===== src/hdl/msx_params.svh =====
// ======================================================================
// Shared widths and constants for the MSX glue logic
// All counts are in clk21m cycles
// Aspect values are the words handed to the scaler, not pixel sizes
// ======================================================================
`ifndef MSX_PARAMS_SVH
`define MSX_PARAMS_SVH

// HDMI dimension and crop size width
`define MSX_DIM_W 12
// Aspect word width
`define MSX_AR_W 12
// DDR3 byte address
`define MSX_DDR_ADDR_W 28

// SD activity hold, about 47 ms at 21.48 MHz
`define MSX_SD_ACT_TIMEOUT 1000000

// Host download slot of a CAS file
`define MSX_CAS_INDEX 5

// Aspect words for the stretched modes
`define MSX_AR_X_NORMAL 400
`define MSX_AR_X_WIDE 340
`define MSX_AR_Y 300

`endif


===== src/hdl/msx_media_pkg.sv =====
// ======================================================================
// SD card, DDR3 read port and tape source types
// A DDR3 requester holds addr and rd until the memory answers ready
// ======================================================================
`include "msx_params.svh"

package msx_media_pkg;

   // Lines toward the physical card slot
   typedef struct packed {
      logic sck;
      logic mosi;
      logic cs;
   } sd_pins_t;

   // Outputs of the SPI master
   typedef struct packed {
      logic sclk;
      logic mosi;
   } spi_master_t;

   // One read request on the shared DDR3 port
   typedef struct packed {
      logic [`MSX_DDR_ADDR_W-1:0] addr;
      // Read strobe
      logic                       rd;
   } ddr_rd_req_t;

   // Tape audio input
   typedef enum logic {
      CAS_SRC_FILE = 1'b0,
      CAS_SRC_ADC  = 1'b1
   } cas_src_e;

endpackage


===== src/hdl/msx_video_pkg.sv =====
// ======================================================================
// Video settings and scaler result types
// Field order of both structs is fixed, the top level and the testbench
// build them by name only
// ======================================================================
`include "msx_params.svh"

package msx_video_pkg;

   // On-screen video options
   typedef struct packed {
      // 0 is original, nonzero stretches
      logic [1:0] ar;
      // 0 none, 1..2 HQ2x, 3..5 scanlines
      logic [2:0] fx;
      logic [1:0] scale;
      logic       vcrop_en;
   } video_settings_t;

   // Values for the scaler and the video mixer
   typedef struct packed {
      logic [`MSX_AR_W-1:0]  arx;
      logic [`MSX_AR_W-1:0]  ary;
      logic [`MSX_DIM_W-1:0] crop_size;
      logic [2:0]            scale;
      // Scanline level
      logic [1:0]            sl;
      logic                  hq2x;
      logic                  scandoubler;
   } video_result_t;

endpackage


===== src/hdl/cas_ctrl.sv =====
// ======================================================================
// Cassette player control and DDR3 read port sharing
// Playback is armed once a CAS download has finished, until reset
// The ROM loader always wins the DDR3 port while dl_request is high
// Requests are not stored, each requester holds its own until ready
// ======================================================================
`timescale 1ns/100ps
`include "msx_params.svh"

module cas_ctrl
   import msx_media_pkg::*;
(
   input  logic        clk21m,
   input  logic        rst,
   input  logic        ioctl_download,
   input  logic [15:0] ioctl_index,
   input  logic        tape_rewind_req,
   input  logic        motor,
   input  cas_src_e    cas_src,
   input  logic        cas_dout,
   input  logic        adc_dout,
   input  logic        adc_active,
   input  ddr_rd_req_t ddr_dl,
   input  logic        dl_request,
   input  ddr_rd_req_t ddr_cas,
   output logic        cas_audio,
   output logic        play,
   output logic        rewind,
   output ddr_rd_req_t ddr_req
);

   logic is_cas;
   logic is_cas_last;
   logic cas_loaded;

   // ======================================================================
   // CAS load tracking
   // ======================================================================
   // Only the low 6 bits of the index name the slot
   assign is_cas = ioctl_download &&
                   (ioctl_index[5:0] == 6'(`MSX_CAS_INDEX));

   always_ff @(posedge clk21m) begin
      if (rst) begin
         is_cas_last <= 1'b0;
         cas_loaded  <= 1'b0;
      end else begin
         is_cas_last <= is_cas;
         // Falling edge of the download
         if (is_cas_last && !is_cas)
            cas_loaded <= 1'b1;
      end
   end

   // Tape runs while the motor relay line is low
   assign play = ~motor & cas_loaded;

   // New file or reset restarts the tape from the top
   assign rewind = tape_rewind_req | is_cas | rst;

   // Tape input, ADC bit only counts while the receiver has a signal
   assign cas_audio = (cas_src == CAS_SRC_FILE) ? cas_dout
                                                 : (adc_active & adc_dout);

   // ======================================================================
   // DDR3 read port
   // ======================================================================
   always_comb begin
      if (dl_request)
         ddr_req = ddr_dl;
      else
         ddr_req = ddr_cas;
   end

endmodule


===== src/hdl/msx_glue_top.sv =====
// ======================================================================
// MSX top level glue: video settings, SD routing and cassette control
// All blocks run on clk21m with a synchronous active high reset
// ddr_ready is fanned out unchanged to both DDR3 requesters
// ======================================================================
`timescale 1ns/100ps
`include "msx_params.svh"

module msx_glue_top
   import msx_video_pkg::*;
   import msx_media_pkg::*;
#(
   parameter int ACT_TIMEOUT = `MSX_SD_ACT_TIMEOUT
) (
   input  logic                  clk21m,
   input  logic                  rst,
   // Video
   input  video_settings_t       video_settings,
   input  logic                  forced_scandoubler,
   input  logic [`MSX_DIM_W-1:0] hdmi_width,
   input  logic [`MSX_DIM_W-1:0] hdmi_height,
   output video_result_t         video_result,
   // SD card
   input  spi_master_t           spi_master,
   input  logic                  sd_miso,
   input  logic                  vsd_miso,
   input  logic                  vsd_mounted,
   input  logic [63:0]           vsd_size,
   output logic                  sd_miso_core,
   output sd_pins_t              sd_pins,
   output logic                  led_user,
   output logic [1:0]            led_disk,
   // Cassette
   input  logic                  ioctl_download,
   input  logic [15:0]           ioctl_index,
   input  logic                  tape_rewind_req,
   input  logic                  motor,
   input  cas_src_e              cas_src,
   input  logic                  cas_dout,
   input  logic                  adc_dout,
   input  logic                  adc_active,
   output logic                  cas_audio,
   output logic                  play,
   output logic                  rewind,
   // DDR3 read port
   input  ddr_rd_req_t           ddr_dl,
   input  logic                  dl_request,
   input  ddr_rd_req_t           ddr_cas,
   input  logic                  ddr_ready,
   output ddr_rd_req_t           ddr_req,
   output logic                  dl_ready,
   output logic                  cas_ready
);

   video_crop_ctrl u_video (
      .clk21m             (clk21m),
      .rst                (rst),
      .video_settings     (video_settings),
      .forced_scandoubler (forced_scandoubler),
      .hdmi_width         (hdmi_width),
      .hdmi_height        (hdmi_height),
      .video_result       (video_result)
   );

   sd_route #(
      .ACT_TIMEOUT (ACT_TIMEOUT)
   ) u_sd (
      .clk21m       (clk21m),
      .rst          (rst),
      .spi_master   (spi_master),
      .sd_miso      (sd_miso),
      .vsd_miso     (vsd_miso),
      .vsd_mounted  (vsd_mounted),
      .vsd_size     (vsd_size),
      .sd_miso_core (sd_miso_core),
      .sd_pins      (sd_pins),
      .led_user     (led_user),
      .led_disk     (led_disk)
   );

   cas_ctrl u_cas (
      .clk21m          (clk21m),
      .rst             (rst),
      .ioctl_download  (ioctl_download),
      .ioctl_index     (ioctl_index),
      .tape_rewind_req (tape_rewind_req),
      .motor           (motor),
      .cas_src         (cas_src),
      .cas_dout        (cas_dout),
      .adc_dout        (adc_dout),
      .adc_active      (adc_active),
      .ddr_dl          (ddr_dl),
      .dl_request      (dl_request),
      .ddr_cas         (ddr_cas),
      .cas_audio       (cas_audio),
      .play            (play),
      .rewind          (rewind),
      .ddr_req         (ddr_req)
   );

   // Both requesters watch the same ready, only the granted one acts on it
   assign dl_ready  = ddr_ready;
   assign cas_ready = ddr_ready;

endmodule


===== src/hdl/sd_route.sv =====
// ======================================================================
// SD card routing between the slot and the virtual SD image
// Virtual SD is picked when an image with nonzero size is mounted
// LEDs stay lit ACT_TIMEOUT cycles after the last SPI data toggle
// ======================================================================
`timescale 1ns/100ps
`include "msx_params.svh"

module sd_route
   import msx_media_pkg::*;
#(
   parameter int ACT_TIMEOUT = `MSX_SD_ACT_TIMEOUT
) (
   input  logic        clk21m,
   input  logic        rst,
   input  spi_master_t spi_master,
   input  logic        sd_miso,
   input  logic        vsd_miso,
   input  logic        vsd_mounted,
   input  logic [63:0] vsd_size,
   output logic        sd_miso_core,
   output sd_pins_t    sd_pins,
   output logic        led_user,
   output logic [1:0]  led_disk
);

   localparam int CNT_W = $clog2(ACT_TIMEOUT + 1);

   logic             vsd_sel;
   logic             old_mosi;
   logic             old_miso;
   logic             sd_act;
   logic [CNT_W-1:0] act_cnt;

   always_ff @(posedge clk21m) begin
      if (rst)
         vsd_sel <= 1'b0;
      else if (vsd_mounted)
         vsd_sel <= |vsd_size;
   end

   // Card pins idle while the image is in use
   assign sd_pins.cs   = vsd_sel;
   assign sd_pins.sck  = spi_master.sclk & ~vsd_sel;
   assign sd_pins.mosi = spi_master.mosi & ~vsd_sel;
   assign sd_miso_core = vsd_sel ? vsd_miso : sd_miso;

   // ======================================================================
   // Activity timer
   // ======================================================================
   // Line history for edge detection, sampled during reset as well
   always_ff @(posedge clk21m) begin
      old_mosi <= spi_master.mosi;
      old_miso <= sd_miso_core;
   end

   always_ff @(posedge clk21m) begin
      if (rst) begin
         act_cnt <= CNT_W'(ACT_TIMEOUT);
         sd_act  <= 1'b0;
      end else begin
         sd_act <= act_cnt < CNT_W'(ACT_TIMEOUT);
         if ((old_mosi ^ spi_master.mosi) || (old_miso ^ sd_miso_core))
            act_cnt <= '0;
         else if (act_cnt < CNT_W'(ACT_TIMEOUT))
            act_cnt <= act_cnt + 1'b1;
      end
   end

   // Bit 1 set hands the disk LED fully to bit 0
   assign led_user = vsd_sel & sd_act;
   assign led_disk = {1'b1, ~vsd_sel & sd_act};

endmodule


===== src/hdl/video_crop_ctrl.sv =====
// ======================================================================
// Scaler settings from the video options and the HDMI mode
// Crop and wide flag lag the inputs by one clock
// Crop is only found for the common HDMI heights, anything else gives 0
// ======================================================================
`timescale 1ns/100ps
`include "msx_params.svh"

module video_crop_ctrl
   import msx_video_pkg::*;
(
   input  logic                  clk21m,
   input  logic                  rst,
   input  video_settings_t       video_settings,
   input  logic                  forced_scandoubler,
   input  logic [`MSX_DIM_W-1:0] hdmi_width,
   input  logic [`MSX_DIM_W-1:0] hdmi_height,
   output video_result_t         video_result
);

   logic [`MSX_DIM_W-1:0] vcrop;
   logic                  wide;
   logic                  scandoubler;
   logic                  landscape;

   assign scandoubler = (video_settings.fx != 3'd0) || forced_scandoubler;

   // Width at least 1.5 times height, one extra bit so the sum cannot wrap
   assign landscape = {1'b0, hdmi_width} >=
                      ({1'b0, hdmi_height} + {2'b00, hdmi_height[`MSX_DIM_W-1:1]});

   // ======================================================================
   // Crop lookup
   // ======================================================================
   always_ff @(posedge clk21m) begin
      if (rst) begin
         vcrop <= '0;
         wide  <= 1'b0;
      end else begin
         vcrop <= '0;
         wide  <= 1'b0;
         if (landscape && !scandoubler) begin
            case (hdmi_height)
               `MSX_DIM_W'd480,
               `MSX_DIM_W'd720,
               `MSX_DIM_W'd1200: vcrop <= `MSX_DIM_W'd240;
               `MSX_DIM_W'd600,
               `MSX_DIM_W'd800: begin
                  vcrop <= `MSX_DIM_W'd200;
                  // 200 lines need the narrower aspect to keep 4:3
                  wide  <= video_settings.vcrop_en;
               end
               // NTSC only shows about 250 of these lines
               `MSX_DIM_W'd768:  vcrop <= `MSX_DIM_W'd256;
               `MSX_DIM_W'd1080: vcrop <= `MSX_DIM_W'd216;
               default: vcrop <= '0;
            endcase
         end else if (hdmi_width >= `MSX_DIM_W'd1440 && !scandoubler) begin
            // 4:3 panels miss the landscape test above
            case (hdmi_height)
               `MSX_DIM_W'd1440: vcrop <= `MSX_DIM_W'd240;
               `MSX_DIM_W'd1536: vcrop <= `MSX_DIM_W'd256;
               default: vcrop <= '0;
            endcase
         end
      end
   end

   // ======================================================================
   // Scaler and mixer fields
   // ======================================================================
   always_comb begin
      if (video_settings.ar != 2'd0) begin
         video_result.arx = wide ? `MSX_AR_W'(`MSX_AR_X_WIDE) :
                                   `MSX_AR_W'(`MSX_AR_X_NORMAL);
         video_result.ary = `MSX_AR_W'(`MSX_AR_Y);
      end else begin
         // Original mode, low bits pick the scaler's built-in ratio
         video_result.arx = {{(`MSX_AR_W-2){1'b0}}, video_settings.ar - 2'd1};
         video_result.ary = '0;
      end

      video_result.crop_size   = video_settings.vcrop_en ? vcrop : '0;
      video_result.scale       = {1'b0, video_settings.scale};
      video_result.scandoubler = scandoubler;

      // Scanlines for fx 3 and up
      if (video_settings.fx > 3'd2)
         video_result.sl = 2'(video_settings.fx - 3'd2);
      else
         video_result.sl = 2'd0;

      // HQ2x for fx 1 and 2
      video_result.hq2x = ~video_settings.fx[2] &
                          (video_settings.fx[1] ^ video_settings.fx[0]);
   end

endmodule


===== config.mk =====
export PLATFORM = sky130hd
export DESIGN_NAME = msx_glue_top
export DESIGN_NICKNAME = d
export VERILOG_FILES = /design/src/hdl/msx_media_pkg.sv /design/src/hdl/msx_video_pkg.sv /design/src/hdl/cas_ctrl.sv /design/src/hdl/msx_glue_top.sv /design/src/hdl/sd_route.sv /design/src/hdl/video_crop_ctrl.sv
export VERILOG_INCLUDE_DIRS = /design/src /design/src/hdl
export SDC_FILE = /design/constraint.sdc
export NUM_CORES = 1
export LEC_CHECK = 0
export BUFFER_PORTS_ARGS = -buffer_cell sky130_fd_sc_hd__buf_4
export CAP_MARGIN = 5
export CORE_AREA = 2 2 105 107
export DETAILED_ROUTE_END_ITERATION = 10
export DIE_AREA = 0 0 107 109
export PLACE_DENSITY = 0.83
export SYNTH_ARGS = -nofsm -noshare
export SYNTH_HDL_FRONTEND = slang
export SYNTH_SLANG_ARGS = --single-unit

===== constraint.sdc =====
create_clock -name clk21m -period 3.1 [get_ports clk21m]
set_clock_uncertainty 0.1 [all_clocks]
set_input_delay 0.62 -clock clk21m [delete_from_list [all_inputs] [get_ports clk21m]]
set_output_delay 0.62 -clock clk21m [all_outputs]
set_load 0.02 [all_outputs]

==> results.sh <==
export IMPL_synth_simple_area_share_pct=24.5
export IMPL_cts_inserted_buffers=5
export IMPL_fillers=948
export IMPL_leakagePower_nw=2.74
export IMPL_place_gp_congestion=0.901
export IMPL_maxSlewViolCount=0
export IMPL_required_ns=3.21
export IMPL_synth_main_ff_cell="dfxtp_1"
export IMPL_yosysTopAreaCell="dfxtp_1"
export IMPL_p_clk_share_pct=21.1
export IMPL_yosysMostFrequentCell="ha_1"
export IMPL_cts_root_buf="clkbuf_8"
export IMPL_vias=3847
export IMPL_worst_slack_ns=-0.0647
export IMPL_ys_seq_elements=32
export IMPL_crit_path_start_kind="input port"
export IMPL_synth_mux_area_share_pct=11.1
export IMPL_synth_top_area_share_pct=18.8
export IMPL_synth_xor_area_share_pct=7.47
export IMPL_hp_start="spi_master[0]"
export IMPL_ff_latch_area_sq_um=641
export IMPL_initial_core_util_pct=32.1
export IMPL_synthArstFlopShare_pct=0
export IMPL_synthAdderAreaFrac_pct=15.7
export IMPL_yosys_warnings=0
export IMPL_crit_top_cell="buf_4"
export IMPL_synth_distinct_cells=55
export IMPL_period_needed_ns=3.16
export IMPL_grt_pass1_wl_mm=18.5
export IMPL_violations="negative setup slack"
export IMPL_grt_antenna_before_repair=2
export IMPL_io_buffer_count=232
export IMPL_grt_max_degree=30
export IMPL_synth_top_cells_by_count="ha_1 (41), buf_4 (35), nor2_1 (33), dfxtp_1 (32), mux2_2 (30)"
export IMPL_p_sw_share_pct=32.5
export IMPL_cts_max_level=2
export IMPL_dieHeight_microns=109
export IMPL_p_sw_mw=0.485
export IMPL_rows=38
export IMPL_cp_startpoint="hdmi_height[4]"
export IMPL_reg2regPathDepth=4
export IMPL_worstSetupPathType="in2reg"
export IMPL_synth_edf_count=0
export IMPL_synth_top_family_by_area="simple AND/OR/NAND/NOR gates"
export IMPL_synth_seq_area_share_pct=18.8
export IMPL_path_cells="buf_4, buf_4, inv_1, ha_4, nor3_2, nor2_2, buf_4, a21oi_2, xor2_1, ha_1, and2_4, a221oi_2, o21ai_2, o21ai_2, or2_4, mux2i_1"
export IMPL_r2r_start="u_sd.vsd_sel"
export IMPL_clock_sinks=32
export IMPL_cp_max_fo=5
export IMPL_cts_tree="built"
export IMPL_fin_crit_sh_pct=102
export IMPL_power_density_nw_per_um2=265
export IMPL_min_path_cells=1
export IMPL_synth_cells=405
export IMPL_pwr_share_seq_pct=29.2
export IMPL_fin_util_pct=53.1
export IMPL_worst_path_largest_cell_delay_ns=0.27
export IMPL_drc_errors=0
export IMPL_clk_insertion_delay_late_ns=0.28
export IMPL_peakVddDrop_v=0.000197
export IMPL_fin_nets=886
export IMPL_preCtsSetupSlack_ns=-0.518
export IMPL_min_path_type="in2reg"
export IMPL_cap_violations=0
export IMPL_setup_violations_final=4
export IMPL_end_kind="flip-flop"
export IMPL_worstMarginPinSlew_ns=0.669
export IMPL_drt_pass1_iter_count=4
export IMPL_vias_per_cell=4.81
export IMPL_drtAntennaViolNets=0
export IMPL_crit_path_top_delay_cell="ha_1"
export IMPL_num_io_pins=271
export IMPL_dpl_hpwl_mm=10.3
export IMPL_yosys_top_cells_area="dfxtp_1 (19%), ha_1 (15%), mux2_2 (9.9%)"
export IMPL_p_int_mw=1.01
export IMPL_postSynthAreaPerCell_sq_um=8.40
export IMPL_wl_per_cell_microns=15.1
export IMPL_clk_pin_slew_ns=0.06
export IMPL_arrival_ns=3.28
export IMPL_status="finished, violations left"
export IMPL_routed_wl_mm=12.1
export IMPL_combPwrFrac_pct=49.7
export IMPL_multi_input_area_sq_um=2590
export IMPL_drt_iter0_drc=148
export IMPL_area_growth_pct=65.6
export IMPL_slew_headroom_pct=55.4
export IMPL_die_area_sq_um=11700
export IMPL_grt_remaining_overflow=0
export IMPL_syn_cell_area_sq_um=3400
export IMPL_finalHoldViolations=0
export IMPL_grt_pass1_vias=3860
export IMPL_core_sq_um=10600
export IMPL_hold_buffers=0
export IMPL_synth_compound_area_share_pct=10.6
export IMPL_drive_above_1_share_pct=52.4
export IMPL_cts_max_path_buffers=2
export IMPL_rsz0062_at_grt="yes"
export IMPL_max_clock_freq_mhz=316
export IMPL_die_w_microns=107
export IMPL_track_usage_pct=20.0
==> cell usage in the layout, fill, tap and decap left out, drive strengths merged, types with 4 or more instances in the layout <==
cell	netlist	routed
dfxtp	32	32
xnor2	10	10
xor2	19	19
and2	7	7
buf	38	270
and4	5	5
a21o	4	4
ha	41	41
mux2	30	30
o21ai	18	18
nor2	33	33
nand4	10	10
nor3	10	10
nor2b	10	10
nand2	12	12
nand3	17	17
inv	22	21
clkbuf	6	8
mux2i	4	4
and3	7	7
conb	2	21
nor4	17	17
a21oi	13	13
==> registers in the layout, summed over array words and instances (netlist names) <==
| signal | cells |
|---|---|
| u_sd.act_cnt | 20 |
| u_video.vcrop | 5 |
| u_cas.cas_loaded | 1 |
| u_cas.is_cas_last | 1 |
| u_sd.old_miso | 1 |
| u_sd.old_mosi | 1 |
| u_sd.sd_act | 1 |
| u_sd.vsd_sel | 1 |
| u_video.wide | 1 |
==> kinds of logic (layout without fill, tap and decap cells) <==
family	Yosys count	after routing
mux	34	34
fa+ha+maj	42	42
simple gates	146	146
compound gates	54	54
flops	32	32
other cells	2	23
buf+inv	66	300
xor+xnor	29	29
==> routing by layer <==
| metal | up-vias | share of wire [%] | GRT usage [%] | routed length (microns) |
|---|---|---|---|---|
| li1 | 1890 | - | - | - |
| met1 | 1797 | 42 | 24.7 | 5040 |
| met2 | 145 | 50 | 34.9 | 6050 |
| met3 | 15 | 7.3 | 5.44 | 890 |
| met4 | 0 | 1.2 | 4.45 | 147 |
| met5 | - | 0 | 0 | 0 |
==> path summary, 6_finish.rpt <==
path	end	slack (ns)
worst max-delay path	u_video.vcrop[5]	-0.06
worst min-delay path	u_sd.old_mosi	0.36
worst max register to register	u_sd.act_cnt[17]	0.98
worst min register to register	u_cas.cas_loaded	0.37
==> stage by stage <==
step                total power, mW  instances  setup TNS (ns)  hold WS (ns)  cell area (sq um)
CTS                            1.48        797         -0.0794         0.358               5590
global route                   1.59        798           -1.06         0.346               5630
global placement               1.10        783           -2.32         0.342               5390
detailed placement             1.13        783           -2.92         0.360               5390
finish                         1.49        800          -0.242         0.364               5630
floorplan                     0.812        424          -0.531         0.329               3550
==> repair_timing <==
action,CTS,global route
setup buffers,6,1
resized for setup,15,7
endpoints found under the setup margin,6,6
pin swaps,26,12
==> critical path, delay by kind of cell <==
| kind | cells | cell delay (ns) |
|---|---|---|
| AOI/OAI and AO/OA | 4 | 0.71 |
| and+or+nand+nor | 4 | 0.57 |
| buffers and inverters | 4 | 0.50 |
| adders and majority gates | 2 | 0.49 |
| xor gates and xnor gates | 1 | 0.21 |
| muxes | 1 | 0.18 |
==> power groups by stage <==
stage | Combinational [mW] | Sequential, mW | Clock, mW
finish | 0.741 | 0.435 | 0.315
global route | 0.805 | 0.437 | 0.351
CTS | 0.720 | 0.435 | 0.327
detailed placement | 0.681 | 0.444 | 0
global placement | 0.660 | 0.443 | 0
floorplan | 0.371 | 0.441 | 0
==> area by class of cell <==
cell class / count / share of cell area, %
Antenna cell: 2 / 0.0888
Timing Repair Buffer: 270 / 36.3
Multi-Input combinational cell: 326 / 46.0
Sequential cell: 32 / 11.4
Tap cell: 140 / 3.11
Inverter: 22 / 1.53
Clock buffer: 8 / 1.60
Note: power is estimated with default switching activity, not from simulation.
